[config.mk]
export PLATFORM = sky130hd
export DESIGN_NAME = decodeStage
export DESIGN_NICKNAME = d
export VERILOG_FILES = /design/src/rtl/frontPkg.sv /design/src/rtl/decodeStage.sv /design/src/rtl/dispatchUnit.sv /design/src/rtl/fetchQueue.sv /design/src/rtl/instDecoder.sv
export SDC_FILE = /design/constraint.sdc
export NUM_CORES = 2
export LEC_CHECK = 0
export BUFFER_PORTS_ARGS = -buffer_cell sky130_fd_sc_hd__buf_2
export CAP_MARGIN = 10
export CORE_ASPECT_RATIO = 0.5
export CORE_MARGIN = 1.5
export CORE_UTILIZATION = 45
export DETAILED_ROUTE_END_ITERATION = 6
export PLACE_DENSITY_LB_ADDON = 0.12
export SLEW_MARGIN = 20
export SYNTH_ARGS = -nofsm -noshare
export SYNTH_HDL_FRONTEND = slang
export SYNTH_SLANG_ARGS = --single-unit
[constraint.sdc]
create_clock -name clk -period 44.4 [get_ports clk]
set_input_delay 6.66 -clock clk [delete_from_list [all_inputs] [get_ports clk]]
set_output_delay 6.66 -clock clk [all_outputs]
set_load 0.05 [all_outputs]
[src/rtl/frontPkg.sv]
package frontPkg;

    localparam int DecodeWidth = 2;
    localparam int QueueDepth  = 8;
    localparam int RobSize     = 16;
    localparam int TagWidth    = 4;
    localparam int InstWidth   = 32;
    localparam int AddrWidth   = 32;
    localparam int ImmWidth    = 32;
    localparam int NameWidth   = 5;

    localparam int RegCount      = 2 ** NameWidth;
    localparam int QueuePtrWidth = $clog2(QueueDepth);
    localparam int QueueCntWidth = $clog2(QueueDepth + 1);
    localparam int RobCntWidth   = $clog2(RobSize + 1);

    // major opcodes of RV32I
    localparam logic [6:0] OpcLui    = 7'b0110111;
    localparam logic [6:0] OpcAuipc  = 7'b0010111;
    localparam logic [6:0] OpcJal    = 7'b1101111;
    localparam logic [6:0] OpcJalr   = 7'b1100111;
    localparam logic [6:0] OpcBranch = 7'b1100011;
    localparam logic [6:0] OpcLoad   = 7'b0000011;
    localparam logic [6:0] OpcStore  = 7'b0100011;
    localparam logic [6:0] OpcOpImm  = 7'b0010011;
    localparam logic [6:0] OpcOp     = 7'b0110011;

    typedef enum logic [5:0] {
        OpNop,  // also the reset value
        OpLui, OpAuipc, OpJal, OpJalr,
        OpBeq, OpBne, OpBlt, OpBge, OpBltu, OpBgeu,
        OpLb, OpLh, OpLw, OpLbu, OpLhu,
        OpSb, OpSh, OpSw,
        OpAddi, OpSlti, OpSltiu, OpXori, OpOri, OpAndi,
        OpSlli, OpSrli, OpSrai,
        OpAdd, OpSub, OpSll, OpSlt, OpSltu,
        OpXor, OpSrl, OpSra, OpOr, OpAnd
    } opKind;

endpackage

[src/rtl/decodeStage.sv]
`timescale 1ns/100ps

module decodeStage
    import frontPkg::*;
(
    input  logic                                  clk,
    input  logic                                  rst,
    input  logic                                  rdy,
    input  logic                                  fetchEn,
    input  logic [InstWidth-1:0]                  fetchInst,
    input  logic [AddrWidth-1:0]                  fetchPc,
    input  logic                                  fetchPd,
    input  logic                                  commitEn,
    input  logic [TagWidth-1:0]                   commitTag,
    input  logic [NameWidth-1:0]                  commitRd,
    output logic                                  queueFull,
    output logic [DecodeWidth-1:0]                dispEn,
    output opKind [DecodeWidth-1:0]               dispOp,
    output logic [DecodeWidth-1:0][NameWidth-1:0] dispRd,
    output logic [DecodeWidth-1:0][ImmWidth-1:0]  dispImm,
    output logic [DecodeWidth-1:0][AddrWidth-1:0] dispPc,
    output logic [DecodeWidth-1:0]                dispPd,
    output logic [DecodeWidth-1:0][TagWidth-1:0]  dispTag,
    output logic [DecodeWidth-1:0]                dispRs1Busy,
    output logic [DecodeWidth-1:0][TagWidth-1:0]  dispRs1Tag,
    output logic [DecodeWidth-1:0]                dispRs2Busy,
    output logic [DecodeWidth-1:0][TagWidth-1:0]  dispRs2Tag
);

    logic                                  stall;
    logic [DecodeWidth-1:0]                laneValid;
    logic [DecodeWidth-1:0][InstWidth-1:0] laneInst;
    logic [DecodeWidth-1:0][AddrWidth-1:0] lanePc;
    logic [DecodeWidth-1:0]                lanePd;
    logic [DecodeWidth-1:0]                decValid;
    opKind [DecodeWidth-1:0]               decOp;
    logic [DecodeWidth-1:0][NameWidth-1:0] decRd;
    logic [DecodeWidth-1:0][NameWidth-1:0] decRs1;
    logic [DecodeWidth-1:0][NameWidth-1:0] decRs2;
    logic [DecodeWidth-1:0][ImmWidth-1:0]  decImm;
    logic [DecodeWidth-1:0][AddrWidth-1:0] decPc;
    logic [DecodeWidth-1:0]                decPd;

    fetchQueue queue (.*);

    for (genvar i = 0; i < DecodeWidth; i++) begin : genLane
        instDecoder lane (
            .clk      (clk),
            .rst      (rst),
            .rdy      (rdy),
            .stall    (stall),
            .inValid  (laneValid[i]),
            .inInst   (laneInst[i]),
            .inPc     (lanePc[i]),
            .inPd     (lanePd[i]),
            .decValid (decValid[i]),
            .decOp    (decOp[i]),
            .decRd    (decRd[i]),
            .decRs1   (decRs1[i]),
            .decRs2   (decRs2[i]),
            .decImm   (decImm[i]),
            .decPc    (decPc[i]),
            .decPd    (decPd[i])
        );
    end

    dispatchUnit dispatch (.*);  // in-order issue, lane 0 oldest

endmodule

[src/rtl/dispatchUnit.sv]
`timescale 1ns/100ps

module dispatchUnit
    import frontPkg::*;
(
    input  logic                                  clk,
    input  logic                                  rst,
    input  logic                                  rdy,
    input  logic [DecodeWidth-1:0]                decValid,
    input  opKind [DecodeWidth-1:0]               decOp,
    input  logic [DecodeWidth-1:0][NameWidth-1:0] decRd,
    input  logic [DecodeWidth-1:0][NameWidth-1:0] decRs1,
    input  logic [DecodeWidth-1:0][NameWidth-1:0] decRs2,
    input  logic [DecodeWidth-1:0][ImmWidth-1:0]  decImm,
    input  logic [DecodeWidth-1:0][AddrWidth-1:0] decPc,
    input  logic [DecodeWidth-1:0]                decPd,
    input  logic                                  commitEn,
    input  logic [TagWidth-1:0]                   commitTag,
    input  logic [NameWidth-1:0]                  commitRd,
    output logic                                  stall,
    output logic [DecodeWidth-1:0]                dispEn,
    output opKind [DecodeWidth-1:0]               dispOp,
    output logic [DecodeWidth-1:0][NameWidth-1:0] dispRd,
    output logic [DecodeWidth-1:0][ImmWidth-1:0]  dispImm,
    output logic [DecodeWidth-1:0][AddrWidth-1:0] dispPc,
    output logic [DecodeWidth-1:0]                dispPd,
    output logic [DecodeWidth-1:0][TagWidth-1:0]  dispTag,
    output logic [DecodeWidth-1:0]                dispRs1Busy,
    output logic [DecodeWidth-1:0][TagWidth-1:0]  dispRs1Tag,
    output logic [DecodeWidth-1:0]                dispRs2Busy,
    output logic [DecodeWidth-1:0][TagWidth-1:0]  dispRs2Tag
);

    logic [RegCount-1:0]                  busy;
    logic [TagWidth-1:0]                  tagTab [RegCount];
    logic [TagWidth-1:0]                  nextTag;
    logic [RobCntWidth-1:0]               freeCount;
    logic [RobCntWidth-1:0]               validCount;
    logic [RobCntWidth-1:0]               dispCnt;
    logic                                 go;
    logic [DecodeWidth-1:0]               rs1Busy;
    logic [DecodeWidth-1:0][TagWidth-1:0] rs1Tag;
    logic [DecodeWidth-1:0]               rs2Busy;
    logic [DecodeWidth-1:0][TagWidth-1:0] rs2Tag;

    // table lookup, then older lanes of the same group override it
    function automatic logic [TagWidth:0] renameSrc(input int lane,
                                                    input logic [NameWidth-1:0] name);
        logic                busyOut;
        logic [TagWidth-1:0] tagOut;
        busyOut = busy[name];
        tagOut  = tagTab[name];
        if (commitEn && commitRd == name && tagTab[name] == commitTag) begin
            busyOut = 1'b0;  // retiring this cycle
        end
        for (int j = 0; j < lane; j++) begin
            if (decValid[j] && decRd[j] == name) begin
                busyOut = 1'b1;
                tagOut  = nextTag + TagWidth'(j);
            end
        end
        if (name == '0 || !busyOut) begin
            busyOut = 1'b0;
            tagOut  = '0;
        end
        return {busyOut, tagOut};
    endfunction

    always_comb begin
        validCount = '0;
        for (int i = 0; i < DecodeWidth; i++) begin
            validCount = validCount + RobCntWidth'(decValid[i]);
            {rs1Busy[i], rs1Tag[i]} = renameSrc(i, decRs1[i]);
            {rs2Busy[i], rs2Tag[i]} = renameSrc(i, decRs2[i]);
        end
    end

    assign stall   = validCount > freeCount;  // whole group or nothing
    assign go      = rdy && !stall;
    assign dispCnt = go ? validCount : '0;

    always_ff @(posedge clk) begin
        if (rst) begin
            busy      <= '0;
            nextTag   <= '0;
            freeCount <= RobCntWidth'(RobSize);
            dispEn    <= '0;
        end else begin
            if (commitEn && tagTab[commitRd] == commitTag) begin
                busy[commitRd] <= 1'b0;
            end
            for (int i = 0; i < DecodeWidth; i++) begin
                if (go && decValid[i] && decRd[i] != '0) begin
                    busy[decRd[i]] <= 1'b1;  // beats a same-cycle commit
                end
            end
            nextTag   <= nextTag + TagWidth'(dispCnt);
            freeCount <= freeCount - dispCnt + RobCntWidth'(commitEn);
            dispEn    <= go ? decValid : '0;
        end
    end

    always_ff @(posedge clk) begin
        for (int i = 0; i < DecodeWidth; i++) begin
            if (go && decValid[i] && decRd[i] != '0) begin
                tagTab[decRd[i]] <= nextTag + TagWidth'(i);  // lane 1 wins on same rd
            end
        end
    end

    always_ff @(posedge clk) begin
        if (go) begin
            dispOp      <= decOp;
            dispRd      <= decRd;
            dispImm     <= decImm;
            dispPc      <= decPc;
            dispPd      <= decPd;
            dispRs1Busy <= rs1Busy;
            dispRs1Tag  <= rs1Tag;
            dispRs2Busy <= rs2Busy;
            dispRs2Tag  <= rs2Tag;
            for (int i = 0; i < DecodeWidth; i++) begin
                dispTag[i] <= nextTag + TagWidth'(i);
            end
        end
    end

endmodule

[src/rtl/fetchQueue.sv]
`timescale 1ns/100ps

module fetchQueue
    import frontPkg::*;
(
    input  logic                                  clk,
    input  logic                                  rst,
    input  logic                                  rdy,
    input  logic                                  stall,
    input  logic                                  fetchEn,
    input  logic [InstWidth-1:0]                  fetchInst,
    input  logic [AddrWidth-1:0]                  fetchPc,
    input  logic                                  fetchPd,
    output logic                                  queueFull,
    output logic [DecodeWidth-1:0]                laneValid,
    output logic [DecodeWidth-1:0][InstWidth-1:0] laneInst,
    output logic [DecodeWidth-1:0][AddrWidth-1:0] lanePc,
    output logic [DecodeWidth-1:0]                lanePd
);

    logic [InstWidth-1:0]     instMem [QueueDepth];
    logic [AddrWidth-1:0]     pcMem   [QueueDepth];
    logic                     pdMem   [QueueDepth];
    logic [QueuePtrWidth-1:0] rdPtr;
    logic [QueuePtrWidth-1:0] wrPtr;
    logic [QueueCntWidth-1:0] count;
    logic [QueueCntWidth-1:0] popCnt;
    logic                     push;

    assign queueFull = count == QueueCntWidth'(QueueDepth);
    assign push      = fetchEn && !queueFull;  // full strobes are lost

    // lane 0 always shows the oldest entry
    always_comb begin
        popCnt = '0;
        for (int i = 0; i < DecodeWidth; i++) begin
            laneValid[i] = count > QueueCntWidth'(i);
            laneInst[i]  = instMem[QueuePtrWidth'(rdPtr + i)];
            lanePc[i]    = pcMem[QueuePtrWidth'(rdPtr + i)];
            lanePd[i]    = pdMem[QueuePtrWidth'(rdPtr + i)];
            if (laneValid[i] && rdy && !stall) begin
                popCnt = popCnt + 1'b1;  // lanes take everything shown
            end
        end
    end

    always_ff @(posedge clk) begin
        if (push) begin
            instMem[wrPtr] <= fetchInst;
            pcMem[wrPtr]   <= fetchPc;
            pdMem[wrPtr]   <= fetchPd;
        end
    end

    always_ff @(posedge clk) begin
        if (rst) begin
            rdPtr <= '0;
            wrPtr <= '0;
            count <= '0;
        end else begin
            if (push) begin
                wrPtr <= wrPtr + 1'b1;
            end
            rdPtr <= rdPtr + QueuePtrWidth'(popCnt);  // wraps at depth
            count <= count + QueueCntWidth'(push) - popCnt;
        end
    end

endmodule

[src/rtl/instDecoder.sv]
`timescale 1ns/100ps

module instDecoder
    import frontPkg::*;
(
    input  logic                 clk,
    input  logic                 rst,
    input  logic                 rdy,
    input  logic                 stall,
    input  logic                 inValid,
    input  logic [InstWidth-1:0] inInst,
    input  logic [AddrWidth-1:0] inPc,
    input  logic                 inPd,
    output logic                 decValid,
    output opKind                decOp,
    output logic [NameWidth-1:0] decRd,
    output logic [NameWidth-1:0] decRs1,
    output logic [NameWidth-1:0] decRs2,
    output logic [ImmWidth-1:0]  decImm,
    output logic [AddrWidth-1:0] decPc,
    output logic                 decPd
);

    logic [6:0]          opcode;
    logic [2:0]          funct3;
    logic [3:0]          funct;
    opKind               opNext;
    logic [ImmWidth-1:0] immRaw;
    logic                hasRd;
    logic                hasRs1;
    logic                hasRs2;

    assign opcode = inInst[6:0];
    assign funct3 = inInst[14:12];
    assign funct  = {inInst[30], funct3};  // bit 30 splits add/sub, srl/sra

    always_comb begin
        case (opcode)
            OpcLui, OpcAuipc: immRaw = {inInst[31:12], 12'b0};
            OpcJal: immRaw = {{12{inInst[31]}}, inInst[19:12], inInst[20], inInst[30:21], 1'b0};
            OpcBranch: immRaw = {{20{inInst[31]}}, inInst[7], inInst[30:25], inInst[11:8], 1'b0};
            OpcJalr, OpcOpImm, OpcLoad: immRaw = {{21{inInst[31]}}, inInst[30:20]};
            OpcStore: immRaw = {{21{inInst[31]}}, inInst[30:25], inInst[11:7]};
            default: immRaw = '0;
        endcase
    end

    always_comb begin
        opNext = OpNop;
        case (opcode)
            OpcLui:   opNext = OpLui;
            OpcAuipc: opNext = OpAuipc;
            OpcJal:   opNext = OpJal;
            OpcJalr:  opNext = (funct3 == 3'b000) ? OpJalr : OpNop;
            OpcBranch: begin
                case (funct3)
                    3'b000:  opNext = OpBeq;
                    3'b001:  opNext = OpBne;
                    3'b100:  opNext = OpBlt;
                    3'b101:  opNext = OpBge;
                    3'b110:  opNext = OpBltu;
                    3'b111:  opNext = OpBgeu;
                    default: opNext = OpNop;
                endcase
            end
            OpcLoad: begin
                case (funct3)
                    3'b000:  opNext = OpLb;
                    3'b001:  opNext = OpLh;
                    3'b010:  opNext = OpLw;
                    3'b100:  opNext = OpLbu;
                    3'b101:  opNext = OpLhu;
                    default: opNext = OpNop;
                endcase
            end
            OpcStore: begin
                case (funct3)
                    3'b000:  opNext = OpSb;
                    3'b001:  opNext = OpSh;
                    3'b010:  opNext = OpSw;
                    default: opNext = OpNop;
                endcase
            end
            OpcOpImm: begin
                case (funct3)
                    3'b000:  opNext = OpAddi;
                    3'b001:  opNext = inInst[30] ? OpNop : OpSlli;
                    3'b010:  opNext = OpSlti;
                    3'b011:  opNext = OpSltiu;
                    3'b100:  opNext = OpXori;
                    3'b101:  opNext = inInst[30] ? OpSrai : OpSrli;
                    3'b110:  opNext = OpOri;
                    default: opNext = OpAndi;
                endcase
            end
            OpcOp: begin
                case (funct)
                    4'b0000: opNext = OpAdd;
                    4'b1000: opNext = OpSub;
                    4'b0001: opNext = OpSll;
                    4'b0010: opNext = OpSlt;
                    4'b0011: opNext = OpSltu;
                    4'b0100: opNext = OpXor;
                    4'b0101: opNext = OpSrl;
                    4'b1101: opNext = OpSra;
                    4'b0110: opNext = OpOr;
                    4'b0111: opNext = OpAnd;
                    default: opNext = OpNop;
                endcase
            end
            default: opNext = OpNop;
        endcase
    end

    // register fields that the format really uses, others read as x0
    always_comb begin
        hasRd  = 1'b0;
        hasRs1 = 1'b0;
        hasRs2 = 1'b0;
        if (opNext != OpNop) begin
            hasRd  = !(opcode inside {OpcBranch, OpcStore});
            hasRs1 = !(opcode inside {OpcLui, OpcAuipc, OpcJal});
            hasRs2 = opcode inside {OpcBranch, OpcStore, OpcOp};
        end
    end

    always_ff @(posedge clk) begin
        if (rst) begin
            decValid <= 1'b0;
        end else if (rdy && !stall) begin
            decValid <= inValid;
        end
    end

    always_ff @(posedge clk) begin
        if (rdy && !stall) begin
            decOp  <= opNext;
            decRd  <= hasRd ? inInst[11:7] : '0;
            decRs1 <= hasRs1 ? inInst[19:15] : '0;
            decRs2 <= hasRs2 ? inInst[24:20] : '0;
            decImm <= (opNext == OpNop) ? '0 : immRaw;
            decPc  <= inPc;
            decPd  <= inPd;
        end
    end

endmodule

==> run_results.csv <==
group,metric,value,unit
outcome,status,"completed",
clock_network,cts_tree,"yes",
placed_design,dp_slack,34.54,ns
synthesis,ys_ff_latch,1075,
layout,fin_cells,5051,
setup_path,slowest_delay,0.59,ns
sta,setup_slack,35.21,ns
power,power_frac_clock,0.239,
layout,nets,3551,
worst_hold_path,min-delay-start,"genLane[1].lane.decImm[29]",
die,die_area,0.118,mm2
setup_path,start_kind,"input pin",
die,initial_core_util,0.454,
sta,period_minus_slack,9.19,ns
synthesis,seq_area_frac_synth,0.603,
synthesis,async_flop_share,0,
placed_design,dp_cells,4862,
setup_path,required,44.96,ns
die,die_x,485,um
clock_network,cts-root-buf,"clkbuf_16",
synthesis,synth_warnings,0,
sta,max_freq,109,MHz
placed_design,place.gp.congestion,0.949,
setup_path,cp_top_family,"simple AND/OR/NAND/NOR gates",
synthesis,ys_types,81,
clock_network,cts_buffer_depth,3,
route,drc,0,
power,p_switching,1350,uW
clock_network,cts_resized,0,
route,drt_iter0_drc,3212,
route,num_vias,30900,
sta,finalHoldViolCount,0,
route,drt-total-wl,144000,um
route,ant_nets,0,
die,placeableCoreArea,0.115,mm2
clock_network,ctsHoldBuffers,0,
route,avgViaCountPerCell,6.11,
power,p_leak,0.0190,uW
synthesis,avgSynthCellArea,16.1,um2
sta,holdWs,0.404,ns
setup_path,end_kind,"flop",
power,comb_power_share,0.373,
synthesis,syn-cell-area,0.0522,mm2
clock_network,postCtsSetupBuffers,0,
setup_path,startpoint,"commitRd[0]",
layout,final_cell_mix,"edfxtp_1 (1000), mux4_2 (475), nand2_1 (351)",
placed_design,dpl_cell_area,0.0551,mm2
route,dr.pass1.iters,5,
clock_network,path_clk_slew,0.07,ns
clock_network,cts.sinks,1075,
layout,final_area,0.0584,mm2
setup_path,r2r_cells,15,
placed_design,io_buffers,261,
run,max_cap_viol_count,0,
power,sw_frac_of_total,0.369,
clock_network,cts_buffers,99,
sta,finalMaxSlewViolations,0,
grt,antenna_found_initial,16,
sta,rsz0062_at_grt,"no",
layout,mostFrequentLayoutCell,"edfxtp_1",
power,p_seq_frac,0.388,
sta,min_period_over_period,0.207,
die,io_pins,262,
route,wire_per_inst,28.6,um
grt,grt-ovfl-total,0,
worst_hold_path,worstHoldPathType,"flop to flop",
grt,grt_pass1_wl,211000,um
die,core.rowCount,88,
synthesis,synth-main-ff-cell,"edfxtp_1",
setup_path,cp.arrival,9.75,ns
setup_path,worstPathCellList,"buf_2 -> buf_4 -> mux4_2 -> a22oi_1 -> nand4_1 -> xor2_1 -> nor2_1 -> nand3_1 -> or3_1 -> o21ai_0 -> a21oi_1",
sta,tightest_slew,1.15,ns
layout,final_layout_size_suffix_gt1_frac,0.301,
setup_path,reg2reg_to,"genLane[1].lane.decRd[0]",
sta,setup_violations,0,
setup_path,crit_buf_inv,2,
worst_hold_path,whs_path_depth,0,
grt,gr-usage-all-layers,0.244,
synthesis,syn_inst,3251,
sta,fin_worst_skew,0.0343,ns
sta,fin_setup_tns,0,ns
power,power_density,62.9,mW/mm2
layout,areaGrowthSynthToFinish,11.8,%
clock_network,clock_latency,0.72,ns
setup_path,r2r_slack,37.87,ns
sta,relSlewSlack,0.221,
die,fp.dieH,244,um
worst_hold_path,min_to,"dispatch.dispImm[61]",
clock_network,htreeDepth,3,
setup_path,r2r_start,"queue.rdPtr[0]",
setup_path,crit_type,"input pin to flop",
placed_design,hpwlAfterDp,96500,um
power,peakVddDrop,0.0507,mV
layout,n_fill_cell,9488,
setup_path,slowest_stage,"mux4_2",
grt,grt_pass1_vias,30700,
setup_path,path_max_fanout,38,
synthesis,synth-edff-count,1000,
grt,grt_max_degree,168,
power,internal_power,2320,uW
==> worst reg2reg max path, delay by kind of cell, from the launching register on <==
| kind | cells | cell delay [ns] |
|---|---|---|
| compound gates | 1 | 0.10 |
| fa+ha+maj | 2 | 1.21 |
| buf+inv | 4 | 1.56 |
| flops | 1 | 0.61 |
| mux | 1 | 0.63 |
| simple gates | 7 | 2.09 |
==> Yosys cell counts (9+ instances only) <==
library cell  number  area (um2)
dfxtp_1           75        1500
nand2b_1          15        93.8
clkbuf_1         131         492
o31ai_1           15         113
or2_2             15        93.8
nor2_1           136         510
buf_2             25         125
nand3b_1           9        67.6
and3b_1            9        78.8
a21oi_1          131         656
inv_1             77         289
mux2i_1           64         641
nand4_1           16         100
buf_4             12        90.1
xor2_1            41         359
nand3_1           22         110
nand2_1          351        1320
nor4_1            20         125
buf_1             63         236
mux4_2           475       10700
nor2b_1           18         113
edfxtp_1        1000       30000
o21ai_0           79         395
xnor2_1          115        1010
and3_1            11        68.8
a22oi_1           23         173
nor3b_1           34         255
nor3_1            44         220
mux2_2            65         732
ha_1              35         438
==> worst max path at each step <==
stage,endpoint,cells past startpoint
2_1_floorplan,dispatch.freeCount[4],13
3_3_place_gp,dispatch.busy[4],11
3_5_place_dp,dispatch.dispRs1Tag[3],6
4_1_cts,dispatch.busy[5],11
5_1_grt,dispatch.busy[13],11
6_report,dispatch.busy[5],11
==> state kept, by name, indices dropped and copies added (netlist names), 12 cells and up, named ones only <==
signal               count
dispatch.dispPc         64
dispatch.tagTab        128
genLane.lane.decPc      64
genLane.lane.decImm     64
queue.instMem          256
dispatch.dispOp         12
genLane.lane.decOp      12
dispatch.busy           32
dispatch.dispImm        64
queue.pcMem            256
==> through the flow <==
stage | utilization | total power [uW]
6_report | 0.507 | 3670
5_1_grt | 0.507 | 3830
4_1_cts | 0.507 | 3700
3_5_place_dp | 0.478 | 2820
2_1_floorplan | - | 2460
3_3_place_gp | 0.478 | 2810
==> power by group through the flow <==
stage / clock network [uW] / logic, uW / registers [uW]
finish: 879 / 1370 / 1420
global route: 933 / 1460 / 1440
CTS: 896 / 1380 / 1430
detailed placement: 0 / 1380 / 1450
global placement: 0 / 1370 / 1440
floorplan: 0 / 912 / 1550
==> cell type report <==
class	count	area, um2	share of cell area
multi-input combinational	1866	19600	0.335
timing repair buffer	311	1720	0.0294
clock buffer	125	2680	0.0459
inverter	80	308	0.00527
tap	1530	1910	0.0328
clock inverter	59	627	0.0107
sequential	1075	31600	0.540
antenna	5	12.5	0.000214
==> cell families after synthesis <==
group / after synthesis / share of synthesized area
flip-flops: 1075 / 0.603
AND/OR/NAND/NOR: 742 / 0.0673
multiplexers: 606 / 0.232
AO/OA/AOI/OAI: 317 / 0.0364
buffers and inverters: 313 / 0.0242
XOR/XNOR: 158 / 0.0268
adder cells (fa/ha/maj): 39 / 0.00991
other: 1 / 0.0000718
==> metal layers <==
| metal | track usage | share of wire |
|---|---|---|
| met1 | 0.337 | 0.42 |
| met5 | 0 | 0.00054 |
| met3 | 0.0379 | 0.063 |
| met2 | 0.402 | 0.49 |
| met4 | 0.0672 | 0.025 |
Power figures use the tool's default switching activity.
